### src/design/io_defines.svh
`ifndef IO_DEFINES_SVH
`define IO_DEFINES_SVH

// Option status word from the host
`define IO_STATUS_W 32

// Keyboard joystick vector, one bit per mapped key
`define IO_KBJOY_W 10

// Audio sample coming from the core
`define IO_SAMPLE_W 7

// Writers sharing the state bank
`define IO_NUM_PEERS 2

`endif

### src/design/io_types_pkg.sv
`default_nettype none

`include "io_defines.svh"

package io_types_pkg;

	typedef logic [`IO_STATUS_W-1:0] status_t;
	typedef logic [`IO_KBJOY_W-1:0]  kbjoy_t;
	typedef logic [7:0]              joy_t;
	typedef logic [`IO_SAMPLE_W-1:0] sample_t;

	// Word select inside the state bank
	typedef enum logic [1:0] {
		ADDR_STATUS  = 2'd0,
		ADDR_BUTTONS = 2'd1,
		ADDR_JOY0    = 2'd2,
		ADDR_KBJOY   = 2'd3
	} bank_addr_t;

	// Host link frame states
	typedef enum logic [1:0] {IDLE, OPCODE, PAYLOAD, WRITE} link_state_t;

	// PS/2 frame receiver states
	typedef enum logic [1:0] {START, DATA, PARITY, STOP} ps2_state_t;

endpackage

`default_nettype wire

### src/design/host_cmd_pkg.sv
`default_nettype none

package host_cmd_pkg;

	// Host link opcodes, first byte of every frame
	typedef enum logic [7:0] {
		OP_BUTTONS   = 8'h01,
		OP_JOY0      = 8'h02,
		OP_READ_KEYS = 8'h10,
		OP_STATUS    = 8'h1E
	} host_op_t;

	// PS/2 set 2 prefixes
	localparam logic [7:0] SC_EXTEND = 8'hE0;
	localparam logic [7:0] SC_BREAK  = 8'hF0;

	// Arrow keys, only valid after SC_EXTEND
	localparam logic [7:0] SC_RIGHT  = 8'h74;
	localparam logic [7:0] SC_LEFT   = 8'h6B;
	localparam logic [7:0] SC_DOWN   = 8'h72;
	localparam logic [7:0] SC_UP     = 8'h75;

	localparam logic [7:0] SC_SPACE  = 8'h29;
	localparam logic [7:0] SC_KEY1   = 8'h16;
	localparam logic [7:0] SC_KEY2   = 8'h1E;
	localparam logic [7:0] SC_KEY5   = 8'h2E;
	localparam logic [7:0] SC_ENTER  = 8'h5A;
	localparam logic [7:0] SC_ESC    = 8'h76;

endpackage

`default_nettype wire

### src/design/state_bus_if.sv
`timescale 1ns/10ps
`default_nettype none

// One writer's path into the state bank, four-phase req/ack
interface state_bus_if import io_types_pkg::*; ();

	logic       req;
	logic       ack;
	bank_addr_t addr;
	// Narrow words sit in the low bits
	status_t    wdata;

	modport peer (
		output req,
		output addr,
		output wdata,
		input  ack
	);

	modport arb (
		input  req,
		input  addr,
		input  wdata,
		output ack
	);

endinterface

`default_nettype wire

### src/design/spi_host_link.sv
`timescale 1ns/10ps
`default_nettype none

module spi_host_link import io_types_pkg::*, host_cmd_pkg::*; (
	input  wire         clk_sys,
	input  wire         reset,
	input  wire         spi_sck,
	input  wire         spi_ss,
	input  wire         spi_di,
	input  wire kbjoy_t kbjoy,
	output logic        spi_do,
	state_bus_if.peer   bus
);

	// [1] is the synchronized level, [2] the previous one for edge detect
	logic [2:0]  sck_sync;
	logic [1:0]  ss_sync;
	logic [1:0]  di_sync;
	logic        sck_rise;
	logic        sck_fall;
	logic        ss_high;

	link_state_t state;
	logic [2:0]  bit_cnt;
	logic [7:0]  rx_shift;
	logic [7:0]  rx_byte;
	logic        byte_done;
	logic [1:0]  bytes_left;
	bank_addr_t  wr_addr;
	status_t     payload;
	logic [7:0]  tx_shift;
	logic        req_q;

	always_ff @(posedge clk_sys) begin
		if (reset) begin
			sck_sync <= 3'b000;
			ss_sync  <= 2'b11;
			di_sync  <= 2'b00;
		end else begin
			sck_sync <= {sck_sync[1:0], spi_sck};
			ss_sync  <= {ss_sync[0], spi_ss};
			di_sync  <= {di_sync[0], spi_di};
		end
	end

	assign sck_rise  = sck_sync[1] & ~sck_sync[2];
	assign sck_fall  = ~sck_sync[1] & sck_sync[2];
	assign ss_high   = ss_sync[1];
	assign rx_byte   = {rx_shift[6:0], di_sync[1]};
	assign byte_done = sck_rise & ~ss_high & (bit_cnt == 3'd7);

	// MSB first on rising SCK
	always_ff @(posedge clk_sys) begin
		if (sck_rise && !ss_high)
			rx_shift <= rx_byte;
	end

	// Payload bytes arrive LSB first for the status word
	always_ff @(posedge clk_sys) begin
		if (state == PAYLOAD && byte_done) begin
			if (wr_addr == ADDR_STATUS)
				payload <= {rx_byte, payload[$bits(status_t)-1:8]};
			else
				payload <= status_t'(rx_byte);
		end
	end

	always_ff @(posedge clk_sys) begin
		if (reset) begin
			state      <= IDLE;
			bit_cnt    <= 3'd0;
			bytes_left <= 2'd0;
			wr_addr    <= ADDR_STATUS;
			req_q      <= 1'b0;
			tx_shift   <= 8'h00;
			spi_do     <= 1'b0;
		end else begin
			if (ss_high)
				bit_cnt <= 3'd0;
			else if (sck_rise)
				bit_cnt <= bit_cnt + 3'd1;

			// Reply shifts out on falling SCK, zeros once it is spent
			if (ss_high) begin
				tx_shift <= 8'h00;
				spi_do   <= 1'b0;
			end else if (sck_fall) begin
				spi_do   <= tx_shift[7];
				tx_shift <= {tx_shift[6:0], 1'b0};
			end

			if (req_q && bus.ack)
				req_q <= 1'b0;

			case (state)
				IDLE: begin
					if (!ss_high)
						state <= OPCODE;
				end
				OPCODE: begin
					if (ss_high) begin
						state <= IDLE;
					end else if (byte_done) begin
						case (rx_byte)
							OP_STATUS: begin
								wr_addr    <= ADDR_STATUS;
								bytes_left <= 2'd3;
								state      <= PAYLOAD;
							end
							OP_BUTTONS: begin
								wr_addr    <= ADDR_BUTTONS;
								bytes_left <= 2'd0;
								state      <= PAYLOAD;
							end
							OP_JOY0: begin
								wr_addr    <= ADDR_JOY0;
								bytes_left <= 2'd0;
								state      <= PAYLOAD;
							end
							OP_READ_KEYS: tx_shift <= kbjoy[7:0];
							// unknown opcodes are dropped
							default: ;
						endcase
					end
				end
				PAYLOAD: begin
					if (ss_high) begin
						state <= IDLE;
					end else if (byte_done) begin
						if (bytes_left == 2'd0) begin
							req_q <= 1'b1;
							state <= WRITE;
						end else begin
							bytes_left <= bytes_left - 2'd1;
						end
					end
				end
				WRITE: begin
					// Full handshake finishes even if SS already went high
					if (!req_q && !bus.ack)
						state <= ss_high ? IDLE : OPCODE;
				end
				default: state <= IDLE;
			endcase
		end
	end

	assign bus.req   = req_q;
	assign bus.addr  = wr_addr;
	assign bus.wdata = payload;

	// The SCK rate limit must retire every bank write before the next byte
	a_write_retired: assert property (@(posedge clk_sys) disable iff (reset)
		byte_done |-> !req_q)
		else $error("SPI byte completed while a bank write was still pending");

endmodule

`default_nettype wire

### src/design/ps2_joy_decoder.sv
`timescale 1ns/10ps
`default_nettype none

module ps2_joy_decoder import io_types_pkg::*, host_cmd_pkg::*; (
	input  wire       clk_sys,
	input  wire       reset,
	input  wire       ps2_clk,
	input  wire       ps2_data,
	state_bus_if.peer bus
);

	logic [2:0] clk_sync;
	logic [1:0] data_sync;
	logic       ps2_fall;

	ps2_state_t state;
	logic [2:0] bit_cnt;
	logic [7:0] shift;
	logic       parity_ok;
	logic       frame_valid;
	logic [7:0] code;

	logic       ext_seen;
	logic       brk_seen;
	logic       key_hit;
	logic [3:0] key_idx;
	kbjoy_t     keys;
	kbjoy_t     next_keys;
	logic       key_change;
	logic       dirty;
	logic       bus_idle;
	logic       launch;
	logic       req_q;
	status_t    wdata_q;

	// Both lines idle high
	always_ff @(posedge clk_sys) begin
		if (reset) begin
			clk_sync  <= 3'b111;
			data_sync <= 2'b11;
		end else begin
			clk_sync  <= {clk_sync[1:0], ps2_clk};
			data_sync <= {data_sync[0], ps2_data};
		end
	end

	assign ps2_fall = ~clk_sync[1] & clk_sync[2];

	// Frame: start 0, 8 data bits LSB first, odd parity, stop 1
	always_ff @(posedge clk_sys) begin
		if (reset) begin
			state       <= START;
			bit_cnt     <= 3'd0;
			parity_ok   <= 1'b0;
			frame_valid <= 1'b0;
		end else begin
			frame_valid <= 1'b0;
			if (ps2_fall) begin
				case (state)
					START: begin
						bit_cnt <= 3'd0;
						if (!data_sync[1])
							state <= DATA;
					end
					DATA: begin
						bit_cnt <= bit_cnt + 3'd1;
						if (bit_cnt == 3'd7)
							state <= PARITY;
					end
					PARITY: begin
						parity_ok <= ^{shift, data_sync[1]};
						state     <= STOP;
					end
					STOP: begin
						frame_valid <= data_sync[1] & parity_ok;
						state       <= START;
					end
					default: state <= START;
				endcase
			end
		end
	end

	always_ff @(posedge clk_sys) begin
		if (ps2_fall && state == DATA)
			shift <= {data_sync[1], shift[7:1]};
		if (ps2_fall && state == STOP)
			code <= shift;
	end

	// Key map, arrows need the E0 prefix
	always_comb begin
		key_hit = 1'b1;
		key_idx = 4'd0;
		if (ext_seen) begin
			case (code)
				SC_RIGHT: key_idx = 4'd0;
				SC_LEFT:  key_idx = 4'd1;
				SC_DOWN:  key_idx = 4'd2;
				SC_UP:    key_idx = 4'd3;
				default:  key_hit = 1'b0;
			endcase
		end else begin
			case (code)
				SC_SPACE: key_idx = 4'd4;
				SC_KEY1:  key_idx = 4'd5;
				SC_KEY2:  key_idx = 4'd6;
				SC_KEY5:  key_idx = 4'd7;
				SC_ENTER: key_idx = 4'd8;
				SC_ESC:   key_idx = 4'd9;
				default:  key_hit = 1'b0;
			endcase
		end

		next_keys = keys;
		if (frame_valid && key_hit)
			next_keys[key_idx] = ~brk_seen;
	end

	assign key_change = frame_valid & (next_keys != keys);
	assign bus_idle   = ~req_q & ~bus.ack;
	// A change seen mid-handshake goes out once the bus is free
	assign launch     = bus_idle & (key_change | dirty);

	always_ff @(posedge clk_sys) begin
		if (reset) begin
			ext_seen <= 1'b0;
			brk_seen <= 1'b0;
			keys     <= '0;
			dirty    <= 1'b0;
			req_q    <= 1'b0;
		end else begin
			if (frame_valid) begin
				if (code == SC_EXTEND) begin
					ext_seen <= 1'b1;
				end else if (code == SC_BREAK) begin
					brk_seen <= 1'b1;
				end else begin
					ext_seen <= 1'b0;
					brk_seen <= 1'b0;
				end
			end
			keys <= next_keys;

			if (launch)
				dirty <= 1'b0;
			else if (key_change)
				dirty <= 1'b1;

			if (req_q && bus.ack)
				req_q <= 1'b0;
			else if (launch)
				req_q <= 1'b1;
		end
	end

	always_ff @(posedge clk_sys) begin
		if (launch)
			wdata_q <= status_t'(next_keys);
	end

	assign bus.req   = req_q;
	assign bus.addr  = ADDR_KBJOY;
	assign bus.wdata = wdata_q;

endmodule

`default_nettype wire

### src/design/state_bank_arbiter.sv
`timescale 1ns/10ps
`default_nettype none

`include "io_defines.svh"

module state_bank_arbiter import io_types_pkg::*; (
	input  wire        clk_sys,
	input  wire        reset,
	state_bus_if.arb   spi_bus,
	state_bus_if.arb   kbd_bus,
	output status_t    status,
	output logic [1:0] buttons,
	output logic [1:0] switches,
	output joy_t       joystick_0,
	output kbjoy_t     kbjoy,
	output logic       core_reset
);

	// Bit 0 is the SPI link, bit 1 the keyboard
	logic [`IO_NUM_PEERS-1:0] req_v;
	logic [`IO_NUM_PEERS-1:0] ack_q;
	logic [`IO_NUM_PEERS-1:0] grant;
	// Set when the keyboard wins a tie next time
	logic                     prio_kbd;

	logic                     wr_en;
	bank_addr_t               wr_addr;
	status_t                  wr_data;

	assign req_v = {kbd_bus.req, spi_bus.req};

	// New grant only once the previous ack has dropped
	always_comb begin
		grant = '0;
		if (ack_q == '0) begin
			if (req_v[0] && (!req_v[1] || !prio_kbd))
				grant[0] = 1'b1;
			else if (req_v[1])
				grant[1] = 1'b1;
		end
	end

	always_ff @(posedge clk_sys) begin
		if (reset) begin
			ack_q    <= '0;
			prio_kbd <= 1'b0;
		end else begin
			ack_q <= grant | (ack_q & req_v);
			if (grant[0])
				prio_kbd <= 1'b1;
			else if (grant[1])
				prio_kbd <= 1'b0;
		end
	end

	assign spi_bus.ack = ack_q[0];
	assign kbd_bus.ack = ack_q[1];

	// Write lands in the single cycle where req and ack are both high
	assign wr_en   = |(ack_q & req_v);
	assign wr_addr = ack_q[1] ? kbd_bus.addr : spi_bus.addr;
	assign wr_data = ack_q[1] ? kbd_bus.wdata : spi_bus.wdata;

	always_ff @(posedge clk_sys) begin
		if (reset) begin
			status     <= '0;
			buttons    <= 2'b00;
			switches   <= 2'b00;
			joystick_0 <= '0;
			kbjoy      <= '0;
		end else if (wr_en) begin
			case (wr_addr)
				ADDR_STATUS:  status <= wr_data;
				ADDR_BUTTONS: begin
					buttons  <= wr_data[1:0];
					switches <= wr_data[3:2];
				end
				ADDR_JOY0:    joystick_0 <= wr_data[$bits(joy_t)-1:0];
				ADDR_KBJOY:   kbjoy <= wr_data[$bits(kbjoy_t)-1:0];
				default: ;
			endcase
		end
	end

	// Core held in reset by the reset option, menu reset or button 1
	always_ff @(posedge clk_sys) begin
		if (reset)
			core_reset <= 1'b1;
		else
			core_reset <= status[0] | status[6] | buttons[1];
	end

	for (genvar i = 0; i < `IO_NUM_PEERS; i++) begin : g_ack_chk
		a_ack_needs_req: assert property (@(posedge clk_sys) disable iff (reset)
			$rose(ack_q[i]) |-> req_v[i])
			else $error("ack raised on port %0d without a pending req", i);

		// A peer starts its next write only after the previous ack is gone
		a_req_after_ack: assert property (@(posedge clk_sys) disable iff (reset)
			$rose(req_v[i]) |-> !ack_q[i])
			else $error("req raised on port %0d while its ack was still high", i);
	end

endmodule

`default_nettype wire

### src/design/sigma_delta_dac.sv
`timescale 1ns/10ps
`default_nettype none

module sigma_delta_dac import io_types_pkg::*; (
	input  wire          clk_sys,
	input  wire          reset,
	input  wire sample_t sample,
	output logic         dac_out
);

	// Residue of the accumulator, carry is not stored
	sample_t                 acc_q;
	logic [$bits(sample_t):0] acc_sum;

	assign acc_sum = {1'b0, acc_q} + {1'b0, sample};

	// Carry out is the pulse density output
	assign dac_out = acc_sum[$bits(sample_t)];

	always_ff @(posedge clk_sys) begin
		if (reset)
			acc_q <= '0;
		else
			acc_q <= acc_sum[$bits(sample_t)-1:0];
	end

endmodule

`default_nettype wire

### src/design/io_core_top.sv
`timescale 1ns/10ps
`default_nettype none

module io_core_top import io_types_pkg::*; (
	input  wire             clk_sys,
	input  wire             reset,
	input  wire             spi_sck,
	input  wire             spi_ss,
	input  wire             spi_di,
	input  wire             ps2_clk,
	input  wire             ps2_data,
	input  wire sample_t    audio_in,
	output wire             spi_do,
	output wire             audio_out,
	output wire status_t    status,
	output wire logic [1:0] buttons,
	output wire logic [1:0] switches,
	output wire joy_t       joystick_0,
	output wire kbjoy_t     kbjoy,
	output wire             core_reset
);

	state_bus_if spi_bus ();
	state_bus_if kbd_bus ();

	spi_host_link i_spi_link (
		.clk_sys (clk_sys),
		.reset   (reset),
		.spi_sck (spi_sck),
		.spi_ss  (spi_ss),
		.spi_di  (spi_di),
		.kbjoy   (kbjoy),
		.spi_do  (spi_do),
		.bus     (spi_bus)
	);

	ps2_joy_decoder i_keyboard (
		.clk_sys  (clk_sys),
		.reset    (reset),
		.ps2_clk  (ps2_clk),
		.ps2_data (ps2_data),
		.bus      (kbd_bus)
	);

	state_bank_arbiter i_bank (
		.clk_sys    (clk_sys),
		.reset      (reset),
		.spi_bus    (spi_bus),
		.kbd_bus    (kbd_bus),
		.status     (status),
		.buttons    (buttons),
		.switches   (switches),
		.joystick_0 (joystick_0),
		.kbjoy      (kbjoy),
		.core_reset (core_reset)
	);

	sigma_delta_dac i_dac (
		.clk_sys (clk_sys),
		.reset   (reset),
		.sample  (audio_in),
		.dac_out (audio_out)
	);

endmodule

`default_nettype wire

### config.mk
export PLATFORM = sky130hd
export DESIGN_NAME = io_core_top
export DESIGN_NICKNAME = d
export VERILOG_FILES = /design/src/design/io_types_pkg.sv /design/src/design/host_cmd_pkg.sv /design/src/design/state_bus_if.sv /design/src/design/spi_host_link.sv /design/src/design/ps2_joy_decoder.sv /design/src/design/state_bank_arbiter.sv /design/src/design/sigma_delta_dac.sv /design/src/design/io_core_top.sv
export VERILOG_INCLUDE_DIRS = /design/src /design/src/design
export SDC_FILE = /design/constraint.sdc
export NUM_CORES = 1
export LEC_CHECK = 0
export BUFFER_PORTS_ARGS = -buffer_cell sky130_fd_sc_hd__buf_2
export CORE_UTILIZATION = 44
export DETAILED_ROUTE_END_ITERATION = 16
export HOLD_SLACK_MARGIN = 0.12
export PLACE_DENSITY_LB_ADDON = 0.1
export SYNTH_ARGS = -nofsm -noshare
export SYNTH_HDL_FRONTEND = slang
export SYNTH_SLANG_ARGS = --single-unit
### constraint.sdc
create_clock -name clk_sys -period 3.5 [get_ports clk_sys]
set_input_delay 0.7 -clock clk_sys [delete_from_list [all_inputs] [get_ports clk_sys]]
set_output_delay 0.7 -clock clk_sys [all_outputs]
set_load 0.02 [all_outputs]
* Word level (Yosys, flattened, before mapping)
Index checks and enable logic that the tools add are counted.
** Storage, ports and cells
- RAM bits :: 0
- Memories kept :: 0
- Bits in read-only memories :: 0
- Flip-flop bits (word level) :: 182
- Bits in latches :: 0
- Output and inout bits :: 57
- Logic and storage cells :: 212
- Input bits :: 14
** Cells by class
- Order comparisons :: 2
- Shifts and indexed selects :: 0
- Reduce and logical (&&, ||, !) cells :: 48
- Multiplexer cells :: 55
- Add/subtract/negate cells :: 4
- Multiply operators :: 0
- Div/mod/pow operators :: 0
- Equality and inequality tests :: 43
- Bitwise operators :: 24
** Operators by type and width (count)
- 2-to-1 mux 8 bit :: 7
- equality test 8 x 7 -> 1 bit, second input constant :: 6
- 2-to-1 mux 2 bit :: 17
- equality test 8 x 5 -> 1 bit, second input constant :: 4
- 2-to-1 mux 32 bit :: 1
- one-hot mux 4 bit (6 select lines) :: 1
- 2-to-1 mux 1 bit :: 18
- equality test 8 x 6 -> 1 bit, second input constant :: 2
- equality test 8 bit, second input constant :: 2
- one-hot mux 2 bit (4 select lines) :: 2
- AND reduction 2 bit :: 8
- equality test 2 bit, second input constant :: 6
- logical NOT 2 bit :: 6
- one-hot mux 2 bit (3 select lines) :: 2
- bitwise mux 10 bit :: 1
- logical AND 1 bit :: 10
- 2-to-1 mux 10 bit :: 1
- != test 10 bit :: 1
- != test 2 x 1 -> 1 bit, second input constant :: 5
- != test 2 bit, second input constant :: 5
- inverter 1 bit :: 10
- OR reduction 2 bit :: 5
- bitwise AND 1 bit :: 9
- parity 9 bit :: 1
- other kinds (30) :: 46

* Depth between registers and ports, before layout
- Depth in word-level cells :: 14
- Gate-level depth with buffers :: 10
- Mapped depth without buffers :: 10

* By module
A second synthesis with hierarchy kept.
** Unflattened totals
- Cells, all modules :: 761
- Area, all modules :: 8505.7 um^2
** By module, submodules not included
- ps2_joy_decoder :: cells each 246, area an instance 2705.1 um^2, seq. area each 1301.2 um^2, times used 1
- state_bank_arbiter :: cells each 269, area an instance 2678.8 um^2, seq. area each 1161.1 um^2, times used 1
- spi_host_link :: cells each 197, area an instance 2652.5 um^2, seq. area each 1691.6 um^2, times used 1
- sigma_delta_dac :: cells each 49, area an instance 469.2 um^2, seq. area each 140.1 um^2, times used 1

* Worst setup path before layout
OpenSTA, ideal clock, no wires.
- Kind :: flip-flop to flip-flop
- From :: register i_keyboard.code[0]
- To :: register i_keyboard.wdata_q[0], in the netlist i_keyboard.bus.wdata[0], enable pin
- Stages on the path, launching flop included :: 9
- Arrival :: 2580 ps
- Setup time :: 390 ps
- Required time :: 3110 ps
- Path slack :: 530 ps
- Buffers on the path :: 1
- Period minus slack after synthesis :: 2970 ps
- Cell sequence :: edfxtp_1 and3b_1 buf_2 a41oi_1 or4_1 o31a_1 o2111ai_1 nor3_1 nor3_1
** On the way
- Cells in the longest elaborated chain, start to end :: 13
- Elaborated cells between the ends (all ways) :: 30
- Classes of those cells :: order compare: 2; eq/ne: 11; mux: 10; bitwise: 3; reduce/logical: 4
** Ends and longest elaborated chain
- start: declaration :: RTL line ps2_joy_decoder.sv:21 : logic [7:0] code;
- start signal: assignment :: RTL line ps2_joy_decoder.sv:88 : code <= shift;
- equality test 8 x 7 -> 1 bit (tied with other cells) :: RTL line ps2_joy_decoder.sv:104 : case (code)
- one-hot mux 4 bit (6 select lines) / one-hot mux 2 bit (3 select lines) (equally long branches) :: RTL line ps2_joy_decoder.sv:104, ps2_joy_decoder.sv:96
- 2-to-1 mux 4 bit :: RTL line ps2_joy_decoder.sv:95 : if (ext_seen) begin
- < comparator 4 x 5 -> 1 bit (not written as such) / greater-or-equal comparator 4 x 1 -> 1 bit (equally long branches) :: RTL line ps2_joy_decoder.sv:117 : next_keys[key_idx] = ~brk_seen;
- logical AND 1 bit (not written as such) :: RTL line ps2_joy_decoder.sv:117
- 2-to-1 mux 1 bit (not written as such) :: RTL line ps2_joy_decoder.sv:117
- demux 1 bit (select 4 bit)
- bitwise mux 10 bit :: RTL line ps2_joy_decoder.sv:117
- 2-to-1 mux 10 bit (*) :: RTL line ps2_joy_decoder.sv:116 : if (frame_valid && key_hit)
- != test 10 bit (*) :: RTL line ps2_joy_decoder.sv:120 : assign key_change = frame_valid & (next_keys != keys);
- bitwise AND 1 bit (*) :: RTL line ps2_joy_decoder.sv:120
- bitwise OR 1 bit (*) :: RTL line ps2_joy_decoder.sv:123 : assign launch = bus_idle & (key_change | dirty);
- bitwise AND 1 bit (*) :: RTL line ps2_joy_decoder.sv:123
- named net i_keyboard.launch :: RTL line ps2_joy_decoder.sv:32 : logic launch;
- end signal: assignment :: RTL line ps2_joy_decoder.sv:159 : wdata_q <= status_t'(next_keys);
- end: declaration :: RTL line ps2_joy_decoder.sv:34 : status_t wdata_q;
Mark *: on every way through the listed nets, which the timed path passes. The rest lies on a longest branch.
A chain may end at the register's enable or synchronous reset.

* Final worst setup path
- From :: register i_keyboard.code[2]
- To :: register i_keyboard.wdata_q[4], in the netlist i_keyboard.bus.wdata[4], enable pin
The elaborated chain is that of the path after synthesis.

==> impl_summary.log <==
[metrics] vias in the first global route: 5232
[metrics] number of buffers on the longest clock path: 2
[metrics] placed cells: 996
[metrics] Yosys top cell area share: 30.2%
[metrics] arrival time at the worst endpoint: 3.12 ns
[metrics] Post-synth top cells: dfxtp_1 (117), edfxtp_1 (65), nor2_1 (64), a21oi_1 (50), nand2_1 (45)
[metrics] CP Launch Type: register
[metrics] cell at the slowest stage of the critical path: nor3_2
[metrics] via density per instance: 5.31
[metrics] number of clock buffers inserted by TritonCTS: 17
[metrics] largest incremental delay on the critical path: 0.55 ns
[metrics] status: completed
[metrics] gr busiest metal: met2
[metrics] part of the cycle the worst path needs: 87.6%
[metrics] antenna violation net count after detailed routing: 0
[metrics] number of hold buffers added after cts: 0
[metrics] total negative setup slack: 0 ns
[metrics] met3 layer usage reported by global route: 4.17%
[metrics] total via count in the routed design: 5454
[metrics] die width: 135 microns
[metrics] grt total ovfl: 0
[metrics] number of enable-type register cells in the synthesized netlist: 65
[metrics] largest fanout on the critical path: 10
[metrics] average wire length per cell after detail routing: 15.9 microns
[metrics] Syn Std Cell Area: 7760 sq um
[metrics] IR Drop Worst-Case VDD: 0.387 mV
[metrics] Total Routing Usage GR: 18.7%
[metrics] Placer Congestion: 0.899
[metrics] largest net degree at the start of global routing: 80
[metrics] number of diodes: 0
[metrics] drt drc: 0
[metrics] synthesis warning total: 0
[metrics] final HPWL from detailed placement: 11500 microns
[metrics] Worst Setup End Kind: register
[metrics] final hold violation count: 0
[metrics] slew at the pin closest to its max-slew limit: 1.25 ns
[metrics] drt initial violations: 272
[metrics] Top Ports: 71
[metrics] Final Skew: 0.0119 ns
[metrics] Clock Latency Late Sink: 0.43 ns
[metrics] net count of the mapped netlist: 756
[metrics] prevailing post-synth register cell: dfxtp_1
[metrics] data required time at the worst endpoint: 3.56 ns
[metrics] class of the worst hold path: reg2reg
[metrics] Setup Viol. Count Final: 0
[metrics] cell-by-cell listing of the critical path: or3b_2 > a211oi_1 > a21boi_0 > a311oi_1 > o2111ai_1 > nor3_1 > nor3_2
[metrics] Post-Synthesis Cells: 725
[metrics] reported leakage power: 3.25 nW
[metrics] TritonCTS clock tree: done
[metrics] final routed wirelength across all metal layers: 16400 microns
[metrics] Port Buf Inserts: 70
[metrics] leading area contributor after synthesis: dfxtp_1
[metrics] most area-consuming cells after synthesis: dfxtp_1 (30%), edfxtp_1 (25%), a211oi_1 (3.4%), a21oi_1 (3.2%), mux2i_1 (3.1%)
[metrics] die area: 18200 sq um
[metrics] hold slack: 0.418 ns
[metrics] share of the yosys chip area belonging to registers: 55.3%
[metrics] starting density of the core: 45.0%
[metrics] Rel. slew slack: 15.5%
[metrics] fmax: 0.326 GHz
[metrics] number of max-capacitance violations reported: 0
[metrics] clock edge transition at the registers on the reported setup and hold paths: 0.07 ns
[metrics] number of pins exceeding their max-slew limit in the final report: 0
[metrics] Worst Path Buf+Inv: 0
[metrics] synthesized area per cell: 10.7 sq um
[metrics] synth-to-layout area growth: 15.5%
[metrics] time the final worst path needs with I/O delays and setup: 3.07 ns
[metrics] most used standard cell by instance count after synthesis: dfxtp_1
[metrics] global routing met2 resource utilization: 30.4%
[metrics] Die Height: 135 microns
[metrics] total clock sinks: 182
[metrics] Core Rows: 48
[metrics] worst setup path category: reg2reg
[metrics] GRT met1 Usage: 24.5%
[metrics] number of nets at the end of the flow: 821
[metrics] post-synthesis cell type count: 71
[metrics] Core Region: 17200 sq um
[metrics] buffers inserted during post-CTS setup optimization: 0
[metrics] RSZ-0062 raised after global routing: no
[metrics] async set-or-reset flop fraction in the synthesized netlist: 0%
[metrics] DRT Pass-1 Iters: 5
[metrics] family with the most delay on the worst path: simple AND/OR/NAND/NOR gates
[metrics] post-route non-filler standard cell count: 1028
[metrics] antenna violations before repair: 0
[metrics] flop2flop setup slack: 0.43 ns
[metrics] CTS H-tree depth: 4
[metrics] Yosys reg bits: 182
[metrics] number of gates resized after CTS: 0
[metrics] power per cell area: 478 nW/um^2
[metrics] share of cells above drive strength 1: 19.8%
[metrics] clock root buffer: clkbuf_16
[metrics] global-route wire length before repair: 26400 microns
-- cells by family (layout without fill, tap and decap cells) --
family / after synthesis / in the layout / synth area share (%)
muxes: 36 / 36 / 4.83
adders and majority gates: 17 / 17 / 2.84
and+or+nand+nor: 272 / 272 / 19.6
xor gates and xnor gates: 17 / 17 / 1.92
buffers and inverters: 63 / 141 / 3.32
DFF: 182 / 182 / 55.3
AOI/OAI and AO/OA: 138 / 138 / 12.2
-- power breakdown --
| part | switching (W) | internal [W] | total [W] |
|---|---|---|---|
| clock | 0.000884 | 0.00101 | 0.00189 |
| sequential | 0.0000119 | 0.00220 | 0.00222 |
| combinational | 0.0000989 | 0.0000777 | 0.000177 |
| total | 0.000994 | 0.00329 | 0.00428 |
-- placed cells by master (no fill, tap or decap), types with 4 or more instances in the layout --
| cell | synthesis | layout |
|---|---|---|
| dfxtp_1 | 117 | 117 |
| buf_2 | 3 | 69 |
| edfxtp_1 | 65 | 65 |
| nor2_1 | 64 | 64 |
| a21oi_1 | 50 | 50 |
| nand2_1 | 45 | 45 |
| a211oi_1 | 35 | 35 |
| and2_1 | 26 | 26 |
| nand3b_1 | 24 | 24 |
| nor2b_1 | 24 | 24 |
| mux2i_1 | 24 | 24 |
| nor3_1 | 23 | 22 |
| buf_4 | 0 | 20 |
| inv_1 | 19 | 19 |
| clkbuf_16 | 0 | 18 |
| ha_1 | 16 | 16 |
| xnor2_1 | 14 | 14 |
| o21ai_0 | 15 | 14 |
| mux2_2 | 12 | 12 |
| nand3_1 | 9 | 9 |
| nand2b_1 | 7 | 7 |
| or2_2 | 7 | 7 |
| nor3b_1 | 6 | 6 |
| clkinv_4 | 0 | 5 |
| a22oi_1 | 4 | 4 |
| inv_8 | 0 | 4 |
-- metrics by stage --
stage               setup WS [ns]  area (sq um)  util (%)  total power, W
floorplan                   0.530          7760         -         0.00240
global placement            0.189          8360      48.5         0.00243
detailed placement         0.0346          8360      48.5         0.00244
CTS                        0.0138          8960      52.0         0.00433
global route                0.173          8960      52.0         0.00443
finish                      0.434          8960      52.0         0.00428
-- worst register-to-register path: cells and delay by family (launching register included) --
kind / cells / cell delay (ns)
AOI/OAI and AO/OA: 4 / 1.02
DFF: 1 / 0.50
and+or+nand+nor: 3 / 1.17
-- path summary, 6_finish.rpt --
kind	endpoint	depth (start not counted)	from
max	i_keyboard.bus.wdata[4]$_DFFE_PP_	7	i_keyboard.code[2]$_DFFE_PP_
min	i_keyboard.data_sync[1]$_SDFF_PP1_	1	i_keyboard.data_sync[0]$_SDFF_PP1_
max reg2reg	i_keyboard.bus.wdata[4]$_DFFE_PP_	7	i_keyboard.code[2]$_DFFE_PP_
min reg2reg	i_keyboard.data_sync[1]$_SDFF_PP1_	1	i_keyboard.data_sync[0]$_SDFF_PP1_
-- area by class of cell --
type	count	area [sq um]
Timing Repair Buffer	89	495
Tap cell	225	282
Multi-Input combinational cell	480	3220
Clock buffer	19	464
Clock inverter	13	130
Fill cell	1594	8270
Inverter	20	75.1
Sequential cell	182	4290
-- sequential cells by signal, indices dropped and copies added (netlist names), 10 cells and up --
register	cells
i_spi_link.bus.wdata	32
i_bank.status	32
i_keyboard.keys	10
i_bank.kbjoy	10
i_keyboard.bus.wdata	10
-- metal layers --
layer  routed length, microns  part of all wire [%]  vias up
met1                     7810                    48     2607
met5                        0                     0        -
met4                      284                   1.7        0
met2                     7790                    48       91
li1                         -                     -     2736
met3                      496                   3.0       20
(Power assumes the default switching activity.)
